==> src/common/sw_pkg.sv <==
// smith-waterman shared definitions
package sw_pkg;

    // job sizes
    localparam int REF_MAX_LEN = 16;
    localparam int READ_MAX_LEN = 8;
    localparam int SCORE_W = 8;
    localparam int REF_LEN_W = 5;
    localparam int READ_LEN_W = 4;
    localparam int COL_W = 4;
    localparam int ROW_W = 3;
    // wide enough for ref_len + read_len
    localparam int CNT_W = REF_LEN_W + 1;

    typedef logic signed [SCORE_W-1:0] score_t;
    typedef logic [CNT_W-1:0] cnt_t;

    // affine scoring
    localparam score_t MATCH_SCORE = 2;
    localparam score_t MISMATCH_SCORE = -1;
    localparam score_t GAP_OPEN = -2;
    localparam score_t GAP_EXTEND = -1;

    typedef enum logic [2:0] {
        ST_IDLE,
        ST_LOAD,
        ST_CALC,
        ST_SELECT,
        ST_DONE
    } sw_state_e;

    typedef enum logic [1:0] {
        BASE_A,
        BASE_C,
        BASE_G,
        BASE_T
    } base_e;

    typedef struct packed {
        score_t h;
        score_t e;
        score_t f;
    } score_cell_t;

    // base 0 in the top bits of each sequence
    typedef struct packed {
        logic [2*REF_MAX_LEN-1:0] ref_seq;
        logic [2*READ_MAX_LEN-1:0] read_seq;
        logic [REF_LEN_W-1:0] ref_len;
        logic [READ_LEN_W-1:0] read_len;
    } sw_job_t;

    typedef struct packed {
        score_t score;
        logic [ROW_W-1:0] row;
        logic [COL_W-1:0] col;
    } sw_result_t;

    typedef struct packed {
        score_t score;
        logic [COL_W-1:0] col;
    } row_best_t;

endpackage

==> src/sw_array/sw_pe.sv <==
// systolic processing element
`timescale 1ns/1ns
module sw_pe (
    input  logic                clk,
    input  logic                rst,
    input  logic                i_clear,
    input  logic                i_row_en,
    input  logic                i_base_valid,
    input  sw_pkg::base_e       i_ref_base,
    input  sw_pkg::base_e       i_read_base,
    input  sw_pkg::score_cell_t i_top,
    output logic                o_base_valid,
    output sw_pkg::base_e       o_ref_base,
    output sw_pkg::score_cell_t o_cell,
    output sw_pkg::row_best_t   o_row_best
);

    sw_pkg::score_t s;
    sw_pkg::score_t diag_h_q;
    sw_pkg::score_cell_t cell_d;
    logic [sw_pkg::COL_W-1:0] col_q;

    function automatic sw_pkg::score_t max2(input sw_pkg::score_t a, input sw_pkg::score_t b);
        return (a > b) ? a : b;
    endfunction

    // o_cell doubles as the left neighbour, diag_h_q as the diagonal
    always_comb begin
        s = (i_ref_base == i_read_base) ? sw_pkg::MATCH_SCORE : sw_pkg::MISMATCH_SCORE;
        cell_d.e = max2(max2('0, o_cell.h + sw_pkg::GAP_OPEN), o_cell.e + sw_pkg::GAP_EXTEND);
        cell_d.f = max2(max2('0, i_top.h + sw_pkg::GAP_OPEN), i_top.f + sw_pkg::GAP_EXTEND);
        cell_d.h = max2(max2('0, diag_h_q + s), max2(cell_d.e, cell_d.f));
    end

    always_ff @(posedge clk or posedge rst) begin
        if (rst) begin
            o_base_valid <= 1'b0;
            o_cell <= '0;
            diag_h_q <= '0;
            col_q <= '0;
            o_row_best <= '0;
        end else if (i_clear) begin
            o_base_valid <= 1'b0;
            o_cell <= '0;
            diag_h_q <= '0;
            col_q <= '0;
            o_row_best <= '0;
        end else begin
            o_base_valid <= i_base_valid;
            // top cell of the previous column
            diag_h_q <= i_top.h;
            if (i_base_valid && i_row_en) begin
                o_cell <= cell_d;
                col_q <= col_q + 1'b1;
                // strict compare keeps the earliest column on ties
                if (cell_d.h > o_row_best.score) begin
                    o_row_best.score <= cell_d.h;
                    o_row_best.col <= col_q;
                end
            end
        end
    end

    // base moves on to the next row
    always_ff @(posedge clk) begin
        o_ref_base <= i_ref_base;
    end

endmodule

==> src/sw_array/sw_array.sv <==
// linear systolic array
`timescale 1ns/1ns
module sw_array (
    input  logic                                         clk,
    input  logic                                         rst,
    input  logic                                         i_clear,
    input  logic                                         i_base_valid,
    input  sw_pkg::base_e                                i_ref_base,
    input  logic [2*sw_pkg::READ_MAX_LEN-1:0]            i_read_seq,
    input  logic [sw_pkg::READ_LEN_W-1:0]                i_read_len,
    output sw_pkg::row_best_t [sw_pkg::READ_MAX_LEN-1:0] o_row_best
);

    // index 0 is the boundary row feeding element 0
    logic chain_valid [sw_pkg::READ_MAX_LEN+1];
    sw_pkg::base_e chain_base [sw_pkg::READ_MAX_LEN+1];
    sw_pkg::score_cell_t chain_cell [sw_pkg::READ_MAX_LEN+1];

    assign chain_valid[0] = i_base_valid;
    assign chain_base[0] = i_ref_base;
    assign chain_cell[0] = '0;

    for (genvar k = 0; k < sw_pkg::READ_MAX_LEN; k++) begin : g_pe
        sw_pkg::base_e read_base;
        logic row_en;

        assign read_base = sw_pkg::base_e'(i_read_seq[2*sw_pkg::READ_MAX_LEN-1-2*k -: 2]);
        // rows past the read stay idle
        assign row_en = (k < int'(i_read_len));

        sw_pe u_pe (
            .clk          (clk),
            .rst          (rst),
            .i_clear      (i_clear),
            .i_row_en     (row_en),
            .i_base_valid (chain_valid[k]),
            .i_ref_base   (chain_base[k]),
            .i_read_base  (read_base),
            .i_top        (chain_cell[k]),
            .o_base_valid (chain_valid[k+1]),
            .o_ref_base   (chain_base[k+1]),
            .o_cell       (chain_cell[k+1]),
            .o_row_best   (o_row_best[k])
        );
    end

endmodule

==> src/source/sw_ctrl.sv <==
// aligner job controller
`timescale 1ns/1ns
module sw_ctrl (
    input  logic                                         clk,
    input  logic                                         rst,
    input  logic                                         i_valid,
    input  sw_pkg::sw_job_t                              i_job,
    input  logic                                         i_ready,
    input  sw_pkg::row_best_t [sw_pkg::READ_MAX_LEN-1:0] i_row_best,
    output logic                                         o_ready,
    output logic                                         o_valid,
    output sw_pkg::sw_result_t                           o_result,
    output logic                                         o_clear,
    output logic                                         o_base_valid,
    output sw_pkg::base_e                                o_ref_base,
    output logic [2*sw_pkg::READ_MAX_LEN-1:0]            o_read_seq,
    output logic [sw_pkg::READ_LEN_W-1:0]                o_read_len
);

    sw_pkg::sw_state_e state_q;
    sw_pkg::cnt_t cnt_q;
    sw_pkg::cnt_t calc_last;
    sw_pkg::cnt_t sel_last;
    sw_pkg::sw_job_t job_q;
    logic [2*sw_pkg::REF_MAX_LEN-1:0] ref_sr_q;
    logic [sw_pkg::ROW_W-1:0] sel_row;
    sw_pkg::sw_result_t result_q;

    // calc runs long enough for the last row to drain
    assign calc_last = sw_pkg::cnt_t'(job_q.ref_len) + sw_pkg::cnt_t'(job_q.read_len) - 1'b1;
    assign sel_last = sw_pkg::cnt_t'(job_q.read_len) - 1'b1;
    assign sel_row = cnt_q[sw_pkg::ROW_W-1:0];

    assign o_ready = (state_q == sw_pkg::ST_IDLE);
    assign o_valid = (state_q == sw_pkg::ST_DONE);
    assign o_result = result_q;
    assign o_clear = (state_q == sw_pkg::ST_LOAD);
    assign o_base_valid = (state_q == sw_pkg::ST_CALC) && (cnt_q < sw_pkg::cnt_t'(job_q.ref_len));
    assign o_ref_base = sw_pkg::base_e'(ref_sr_q[2*sw_pkg::REF_MAX_LEN-1 -: 2]);
    assign o_read_seq = job_q.read_seq;
    assign o_read_len = job_q.read_len;

    always_ff @(posedge clk or posedge rst) begin
        if (rst) begin
            state_q <= sw_pkg::ST_IDLE;
            cnt_q <= '0;
            result_q <= '0;
        end else begin
            case (state_q)
                sw_pkg::ST_IDLE: begin
                    if (i_valid) begin
                        state_q <= sw_pkg::ST_LOAD;
                    end
                end
                sw_pkg::ST_LOAD: begin
                    state_q <= sw_pkg::ST_CALC;
                    cnt_q <= '0;
                end
                sw_pkg::ST_CALC: begin
                    cnt_q <= cnt_q + 1'b1;
                    if (cnt_q == calc_last) begin
                        state_q <= sw_pkg::ST_SELECT;
                        cnt_q <= '0;
                    end
                end
                sw_pkg::ST_SELECT: begin
                    cnt_q <= cnt_q + 1'b1;
                    // row 0 seeds the scan, later rows must beat it
                    if (cnt_q == '0 || i_row_best[sel_row].score > result_q.score) begin
                        result_q.score <= i_row_best[sel_row].score;
                        result_q.row <= sel_row;
                        result_q.col <= i_row_best[sel_row].col;
                    end
                    if (cnt_q == sel_last) begin
                        state_q <= sw_pkg::ST_DONE;
                    end
                end
                sw_pkg::ST_DONE: begin
                    if (i_ready) begin
                        state_q <= sw_pkg::ST_IDLE;
                    end
                end
                default: state_q <= sw_pkg::ST_IDLE;
            endcase
        end
    end

    // job latch and reference shifter
    always_ff @(posedge clk) begin
        if (o_ready && i_valid) begin
            job_q <= i_job;
            ref_sr_q <= i_job.ref_seq;
        end else if (state_q == sw_pkg::ST_CALC) begin
            ref_sr_q <= {ref_sr_q[2*sw_pkg::REF_MAX_LEN-3:0], 2'b00};
        end
    end

endmodule

==> src/source/sw_core.sv <==
// smith-waterman aligner top
`timescale 1ns/1ns
module sw_core (
    input  logic               clk,
    input  logic               rst,
    input  logic               i_valid,
    input  sw_pkg::sw_job_t    i_job,
    output logic               o_ready,
    input  logic               i_ready,
    output logic               o_valid,
    output sw_pkg::sw_result_t o_result
);

    logic clear;
    logic base_valid;
    sw_pkg::base_e ref_base;
    logic [2*sw_pkg::READ_MAX_LEN-1:0] read_seq;
    logic [sw_pkg::READ_LEN_W-1:0] read_len;
    sw_pkg::row_best_t [sw_pkg::READ_MAX_LEN-1:0] row_best;

    sw_ctrl u_ctrl (
        .clk          (clk),
        .rst          (rst),
        .i_valid      (i_valid),
        .i_job        (i_job),
        .i_ready      (i_ready),
        .i_row_best   (row_best),
        .o_ready      (o_ready),
        .o_valid      (o_valid),
        .o_result     (o_result),
        .o_clear      (clear),
        .o_base_valid (base_valid),
        .o_ref_base   (ref_base),
        .o_read_seq   (read_seq),
        .o_read_len   (read_len)
    );

    // one element per read row
    sw_array u_array (
        .clk          (clk),
        .rst          (rst),
        .i_clear      (clear),
        .i_base_valid (base_valid),
        .i_ref_base   (ref_base),
        .i_read_seq   (read_seq),
        .i_read_len   (read_len),
        .o_row_best   (row_best)
    );

endmodule

==> config.mk <==
export PLATFORM = sky130hd
export DESIGN_NAME = sw_core
export DESIGN_NICKNAME = d
export VERILOG_FILES = /design/src/common/sw_pkg.sv /design/src/sw_array/sw_pe.sv /design/src/sw_array/sw_array.sv /design/src/source/sw_ctrl.sv /design/src/source/sw_core.sv
export SDC_FILE = /design/constraint.sdc
export NUM_CORES = 2
export LEC_CHECK = 0
export ABC_AREA = 1
export BUFFER_PORTS_ARGS = -buffer_cell sky130_fd_sc_hd__buf_2
export CAP_MARGIN = 20
export CORE_MARGIN = 2
export CORE_UTILIZATION = 48
export CTS_BUF_LIST = sky130_fd_sc_hd__clkbuf_2
export CTS_CLUSTER_DIAMETER = 120
export DETAILED_ROUTE_END_ITERATION = 16
export HOLD_SLACK_MARGIN = 0.03
export MAX_ROUTING_LAYER = met4
export PLACE_DENSITY = 0.66
export SLEW_MARGIN = 20
export SYNTH_ARGS = -nofsm -noshare
export SYNTH_HDL_FRONTEND = slang
export SYNTH_HIERARCHICAL = 1
export SYNTH_SLANG_ARGS = --single-unit
==> constraint.sdc <==
create_clock -name clk -period 6.2 [get_ports clk]
set_input_delay 0.31 -clock clk [delete_from_list [all_inputs] [get_ports clk]]
set_output_delay 0.31 -clock clk [all_outputs]
set_load 0.005 [all_outputs]
* Word level (Yosys, flattened, before mapping)
Index checks and enable logic that the tools add are counted.
** Storage, ports and cells
- Logic and storage cells :: 380
- Input bits :: 61
- Bits in registers :: 470
- Output and inout port bits :: 17
** Cells by class
- Reduce and logical (&&, ||, !) cells :: 41
- Magnitude comparators :: 66
- Eq/ne operators :: 18
- Add/subtract/negate cells :: 42
- Muxes and demuxes :: 136
** Operators by type and width (count)
- 8-bit two-way mux :: 62
- 24-bit two-way mux :: 16
- 8-bit > comparator :: 39
- 12-bit two-way mux :: 25
- 1-bit by 8-bit > comparator with 1-bit output, first input constant :: 16
- 8-bit by 1-bit adder with 8-bit output, second input constant :: 15
- 8-bit by 2-bit adder with 8-bit output, second input constant :: 8
- 32-bit two-way mux :: 2
- 4-bit two-way mux :: 16
- 8-bit adder :: 7
- 12-bit binary-select mux with 3-bit select :: 1
- 2-bit nonzero test :: 17
- 4-bit by 1-bit adder with 4-bit output, second input constant :: 8
- 6-bit one-hot mux with 3 select lines :: 1
- 2-bit AND reduction :: 9
- 2-bit equality test :: 8
- 3-bit by 4-bit < comparator with 1-bit output, first input constant :: 4
- 3-bit one-hot mux with 5 select lines :: 1
- 6-bit equality test :: 2
- 3-bit two-way mux :: 4
- 1-bit logical AND :: 10
- 8-bit by 1-bit > comparator with 1-bit output, second input constant :: 1
- 1-bit by 4-bit < comparator with 1-bit output, first input constant :: 2
- 2-bit by 4-bit < comparator with 1-bit output, first input constant :: 2
- 18 further kinds :: 27

* Longest topological paths before layout
- Depth in word-level cells :: 13
- Mapped depth :: 57
- Gate-level depth less buffers :: 56

* Hierarchy
The synthesis kept the hierarchy.
** By module, submodules not included
- sw_pe at u_array.g_pe[1].u_pe ... :: area an instance 4222.8 µm², cells each 572, instances 5, seq. area each 1266.2 µm²
- sw_pe at u_array.g_pe[0].u_pe ... :: area an instance 4230.3 µm², cells each 572, instances 2, seq. area each 1266.2 µm²
- sw_ctrl :: area an instance 5163.7 µm², cells each 646, instances 1, seq. area each 2312.2 µm²
- sw_pe at u_array.g_pe[3].u_pe :: area an instance 4159.0 µm², cells each 580, instances 1, seq. area each 1266.2 µm²
- sw_array :: area an instance 57.6 µm², cells each 14, instances 1, seq. area each 0.0 µm²

* Least setup slack after synthesis
Ideal clock, no wire load.
- Path type :: register -> register
- From :: register u_array/g_pe[0].u_pe/o_cell[2] in the netlist's numbering
- To :: register u_array/g_pe[1].u_pe/o_row_best[1] (netlist name)
- Clock period less this slack :: 6.816 ns
- Setup slack :: -0.616 ns
- Arrival :: 6.734 ns
- Setup time :: 0.083 ns
- Buffers on the path :: 1
- Data required time :: 6.117 ns
- Stages on the path, launching flop included :: 49
- Cell sequence :: dfrtp_1 > nor2_1 > nand2_1 > or3_1 > nor3_1 > xnor2_1 > ha_1 > a21o_1 > nor2_1 > nand3_1 > nand3_4 > inv_1 > or2_2 > o21ai_0 > inv_1 > ha_1 > inv_1 > o21bai_1 > [... 13 more ...] > o21ai_0 > nand2_2 > inv_1 > o21ai_0 > and2_1 > ha_1 > a21oi_1 > nor2_1 > a211oi_1 > o221ai_1 > nand2_1 > o21ai_0 > nand2_1 > o21ai_0 > inv_1 > clkbuf_1 > nand2_1 > o21ai_0
** Between the ends
- Word-level cells in the longest chain between the ends :: 10
** Ends and longest elaborated chain
- start, declared :: line sw_pe.sv:14 : output sw_pkg::score_cell_t o_cell,
- start signal, assigned :: line sw_pe.sv:53 : o_cell <= cell_d;
- 8-bit by 1-bit adder with 8-bit output (*) :: line sw_pe.sv:31 : cell_d.f = max2(max2('0, i_top.h + sw_pkg::GAP_OPEN), i_top.f + sw_pkg::GAP_EXTEND);
- 8-bit > comparator :: line sw_pe.sv:24 : return (a > b) ? a : b;
- 8-bit two-way mux (*) :: line sw_pe.sv:24
- 8-bit > comparator :: line sw_pe.sv:24
- 8-bit two-way mux (*) :: line sw_pe.sv:24
- 8-bit > comparator :: line sw_pe.sv:24
- 8-bit two-way mux (*) :: line sw_pe.sv:24
- 8-bit > comparator (*) :: line sw_pe.sv:56 : if (cell_d.h > o_row_best.score) begin
- 2-bit nonzero test (no line) (*)
- 2-bit AND reduction (no line) (*)
Every way passes the cells marked *; elsewhere a longest branch is shown, timed or not.
A chain may end at the register's enable or synchronous reset.

* Worst setup path after layout
- From :: register u_array/g_pe[3].u_pe/o_cell[17] in the netlist's numbering
- To :: register u_array/g_pe[3].u_pe/o_row_best[0] (netlist name)
** Between the ends
- Word-level cells in the longest chain between the ends :: 12
** Ends and longest elaborated chain
- start, declared :: line sw_pe.sv:14
- start signal, assigned :: line sw_pe.sv:53
- 8-bit by 2-bit adder with 8-bit output (*) :: line sw_pe.sv:30 : cell_d.e = max2(max2('0, o_cell.h + sw_pkg::GAP_OPEN), o_cell.e + sw_pkg::GAP_EXTEND);
- 1-bit by 8-bit > comparator with 1-bit output :: line sw_pe.sv:24
- 8-bit two-way mux (*) :: line sw_pe.sv:24
- 8-bit > comparator :: line sw_pe.sv:24
- 8-bit two-way mux (*) :: line sw_pe.sv:24
- 8-bit > comparator :: line sw_pe.sv:24
- 8-bit two-way mux (*) :: line sw_pe.sv:24
- 8-bit > comparator :: line sw_pe.sv:24
- 8-bit two-way mux (*) :: line sw_pe.sv:24
- 8-bit > comparator (*) :: line sw_pe.sv:56
- 2-bit nonzero test (no line) (*)
- 2-bit AND reduction (no line) (*)
Marked as above.

==> summary by stage <==
Run status
The run finished, with violations left. The final reports fail on setup timing.

Worst setup path
The cell with the biggest individual delay on the critical path is sky130_fd_sc_hd__dfrtp_1. The most critical setup path has its startpoint at u_array/g_pe[3].u_pe/o_cell[17]. The category of the worst setup path launch point is a register. The worst setup path is of the register to register kind. In this design, the stage delay of the slowest critical-path cell is 450 ps. Along the worst path, the maximum fanout reaches 7. The endpoint class of the critical path is a register. The cell with the most instances on the worst path is sky130_fd_sc_hd__nand2_1. The required time at the endpoint of the critical path is 7460 ps. The data arrival time of the critical path is approximately 8700 ps. In this run the critical register-to-register path is launched from u_array/g_pe[3].u_pe/o_cell[17].

CTS
The number of buffers created by CTS is 134. No sink is reached through more buffers than the 3 on the longest clock path. TritonCTS built the clock tree.

The CTS clock-pin slew for the worst setup and hold paths is 150 ps. The clock drives ~480 sinks. The number of levels in the clock H-tree is 4. The cell at the root of the clock tree is sky130_fd_sc_hd__clkbuf_2. Clock latency on the worst-skew pair, taken at its later pin, is 1470 ps.

Synthesis
Yosys printed 6 warnings. The mapped netlist covers roughly 39,000 um^2. Synthesis produced 5,216 cells.

In this run the mean area of a mapped cell was around 7.4 um^2.

Timing
The post-route clock skew is 158 ps. Setup violations remaining at the end of the flow were counted as 97. The worst setup slack after layout is -1250 ps.

The max-slew violation count is 0. The worst relative slew slack is 0.328. The routed design could run at a clock period as short as approximately 7400 ps.

Setup repair after global routing could not meet its margin everywhere. The count of endpoints failing hold in the final timing report is 0. The period utilization is 1.20.

The maximum achievable frequency is around 130 MHz. The transition at the pin with the smallest max-transition slack is 1010 ps.

Cells and area
After routing the design area is about 60,000 um^2. The fraction of final layout cells sized beyond drive strength 1 is 0.431. The number of nets in the layout is 7,495. From synthesis to final layout, the design area changed by 55.4%.

The area used by multi-input combinational logic is 28,600 um^2. Summing all flip-flop and latch instances after layout gives 12,200 um^2. After filler insertion, the fill cell instance count of the layout stands at around 5.3k.

Route
The iteration-0 DRC count of the detailed router is between 3k and 4k. The antenna violation net count after detailed routing is 0. The via density per instance is 5.40.

Summed over all layers, the routed wires come to roughly 150,000 um. The first detailed-routing pass took 7 iterations. For this run, design rule violations remaining after detail routing come to 0.

The wire length per cell after detailed routing is 17.8 um. The total number of vias is 44.1k.

Min path
In this run the most critical hold path is launched from i_job[14]. The path category of the worst min-delay check is input port to register.

Global routing
The number of antenna violations at the first check in global routing was 5. Entering global routing, the biggest net connects 66 pins. The number of global-route vias before repair is 43.3k. The total global-route track usage is 0.326. The first-pass GRT wire length is around 210,000 um. The leftover overflow at the end of global routing is 0.

Placement
The placed instance area is approximately 49,000 um^2. The half-perimeter wire length after placement is 88,700 um. Input and output buffers added on the ports amount to 77.

The final estimated routing congestion in global placement is 0.936.

Floorplanning
The boundary pin count is 78. The row count is 104. The effective utilization at floorplan is 0.482. The total die area is 82,700 um^2.

The region available for standard cell placement spans 80,000 um^2. The horizontal die dimension is 288 um. The die is 288 um tall.

Run
The max-cap violation count is 0.
layout by cell type, fill, tap and decap left out, types with 68 or more instances in the layout:
cell type	count
sky130_fd_sc_hd__nor2_4	78
sky130_fd_sc_hd__dfrtp_1	394
sky130_fd_sc_hd__dlygate4sd3_1	128
sky130_fd_sc_hd__ha_4	128
sky130_fd_sc_hd__buf_6	114
sky130_fd_sc_hd__nand2_2	272
sky130_fd_sc_hd__buf_2	77
sky130_fd_sc_hd__nand4_1	156
sky130_fd_sc_hd__and2_4	73
sky130_fd_sc_hd__o21ai_0	181
sky130_fd_sc_hd__a21oi_1	103
sky130_fd_sc_hd__inv_1	618
sky130_fd_sc_hd__xnor2_1	70
sky130_fd_sc_hd__nand3_1	167
sky130_fd_sc_hd__buf_4	1363
sky130_fd_sc_hd__nand3_2	94
sky130_fd_sc_hd__xor2_1	94
sky130_fd_sc_hd__clkbuf_2	189
sky130_fd_sc_hd__inv_2	88
sky130_fd_sc_hd__nand3_4	68
sky130_fd_sc_hd__nand2_1	1050
sky130_fd_sc_hd__ha_1	294
sky130_fd_sc_hd__nor2_1	337
sky130_fd_sc_hd__nor2_2	96
repair_timing:
item                                   CTS  global route
endpoints found under the hold margin  466             0
pin swaps                              391           335
hold buffers                           128             0
setup endpoints to repair               96           102
buffers inserted                       315           104
cloned                                  10             1
gates resized for setup                704           583
through the flow:
stage                      util  hold WS, ps  TNS [ps]  std cells  setup slack (ps)
after detailed placement  0.612          356    -82370       7414             -1060
after global routing      0.750          110   -107570       8160             -1470
after global placement    0.612          355    -70720       7414              -945
after floorplan               -          325     -6860       5269              -176
final                     0.750          146    -74900       8163             -1250
after CTS                 0.711         50.7    -39790       8093              -576
per-layer routing:
layer	vias up	track usage	part of all wire
met5	-	-	0
met4	0	0.163	0.060
met3	691	0.0487	0.064
met2	1939	0.546	0.49
met1	20800	0.380	0.39
li1	20600	-	-
worst max-delay path: cells and delay by family (launching register included):
family / cells / cell delay (ps)
fa+ha+maj: 5 / 1410
compound gates: 9 / 1430
flops: 1 / 450
simple gates: 22 / 2790
buf+inv: 10 / 1190
sequential cells by signal, indices dropped and copies added (netlist names):
name,count
u_array/g_pe.u_pe/diag_h_q,64
u_ctrl/o_result,15
u_ctrl/state_q,3
u_array/g_pe.u_pe/o_base_valid,7
u_ctrl/job_q,5
u_array/g_pe.u_pe/col_q,32
u_array/g_pe.u_pe/o_cell,184
u_ctrl/cnt_q,6
u_ctrl/o_read_seq,16
u_array/g_pe.u_pe/o_ref_base,14
u_array/g_pe.u_pe/o_row_best,96
u_ctrl/ref_sr_q,32
u_ctrl/o_read_len,4
final timing paths:
| path | endpoint | slack (ps) | cells past startpoint |
|---|---|---|---|
| min in group asynchronous | u_array/g_pe[3].u_pe/o_cell[13] | 510 | 5 |
| worst max register to register | u_array/g_pe[3].u_pe/o_row_best[0] | -1250 | 46 |
| worst max-delay path | u_array/g_pe[3].u_pe/o_row_best[0] | -1250 | 46 |
| worst min-delay path | u_ctrl/o_read_seq[5] | 150 | 3 |
| worst min register to register | u_array/g_pe[4].u_pe/o_ref_base[1] | 360 | 0 |
| max in group asynchronous | u_array/g_pe[1].u_pe/o_cell[18] | 4950 | 4 |
cell type report:
class,count,share of cell area
multi-input cells,3934,0.477
repair buffers,1703,0.226
flip-flops and latches,478,0.203
inverters,743,0.0487
well taps,1060,0.0221
clock buffers,189,0.0158
clock inverters,40,0.00571
repair inverters,8,0.00100
diodes,8,0.000334
Power is not shown: default switching activity piles up to over one toggle a cycle in this logic, so the estimate is an artifact.
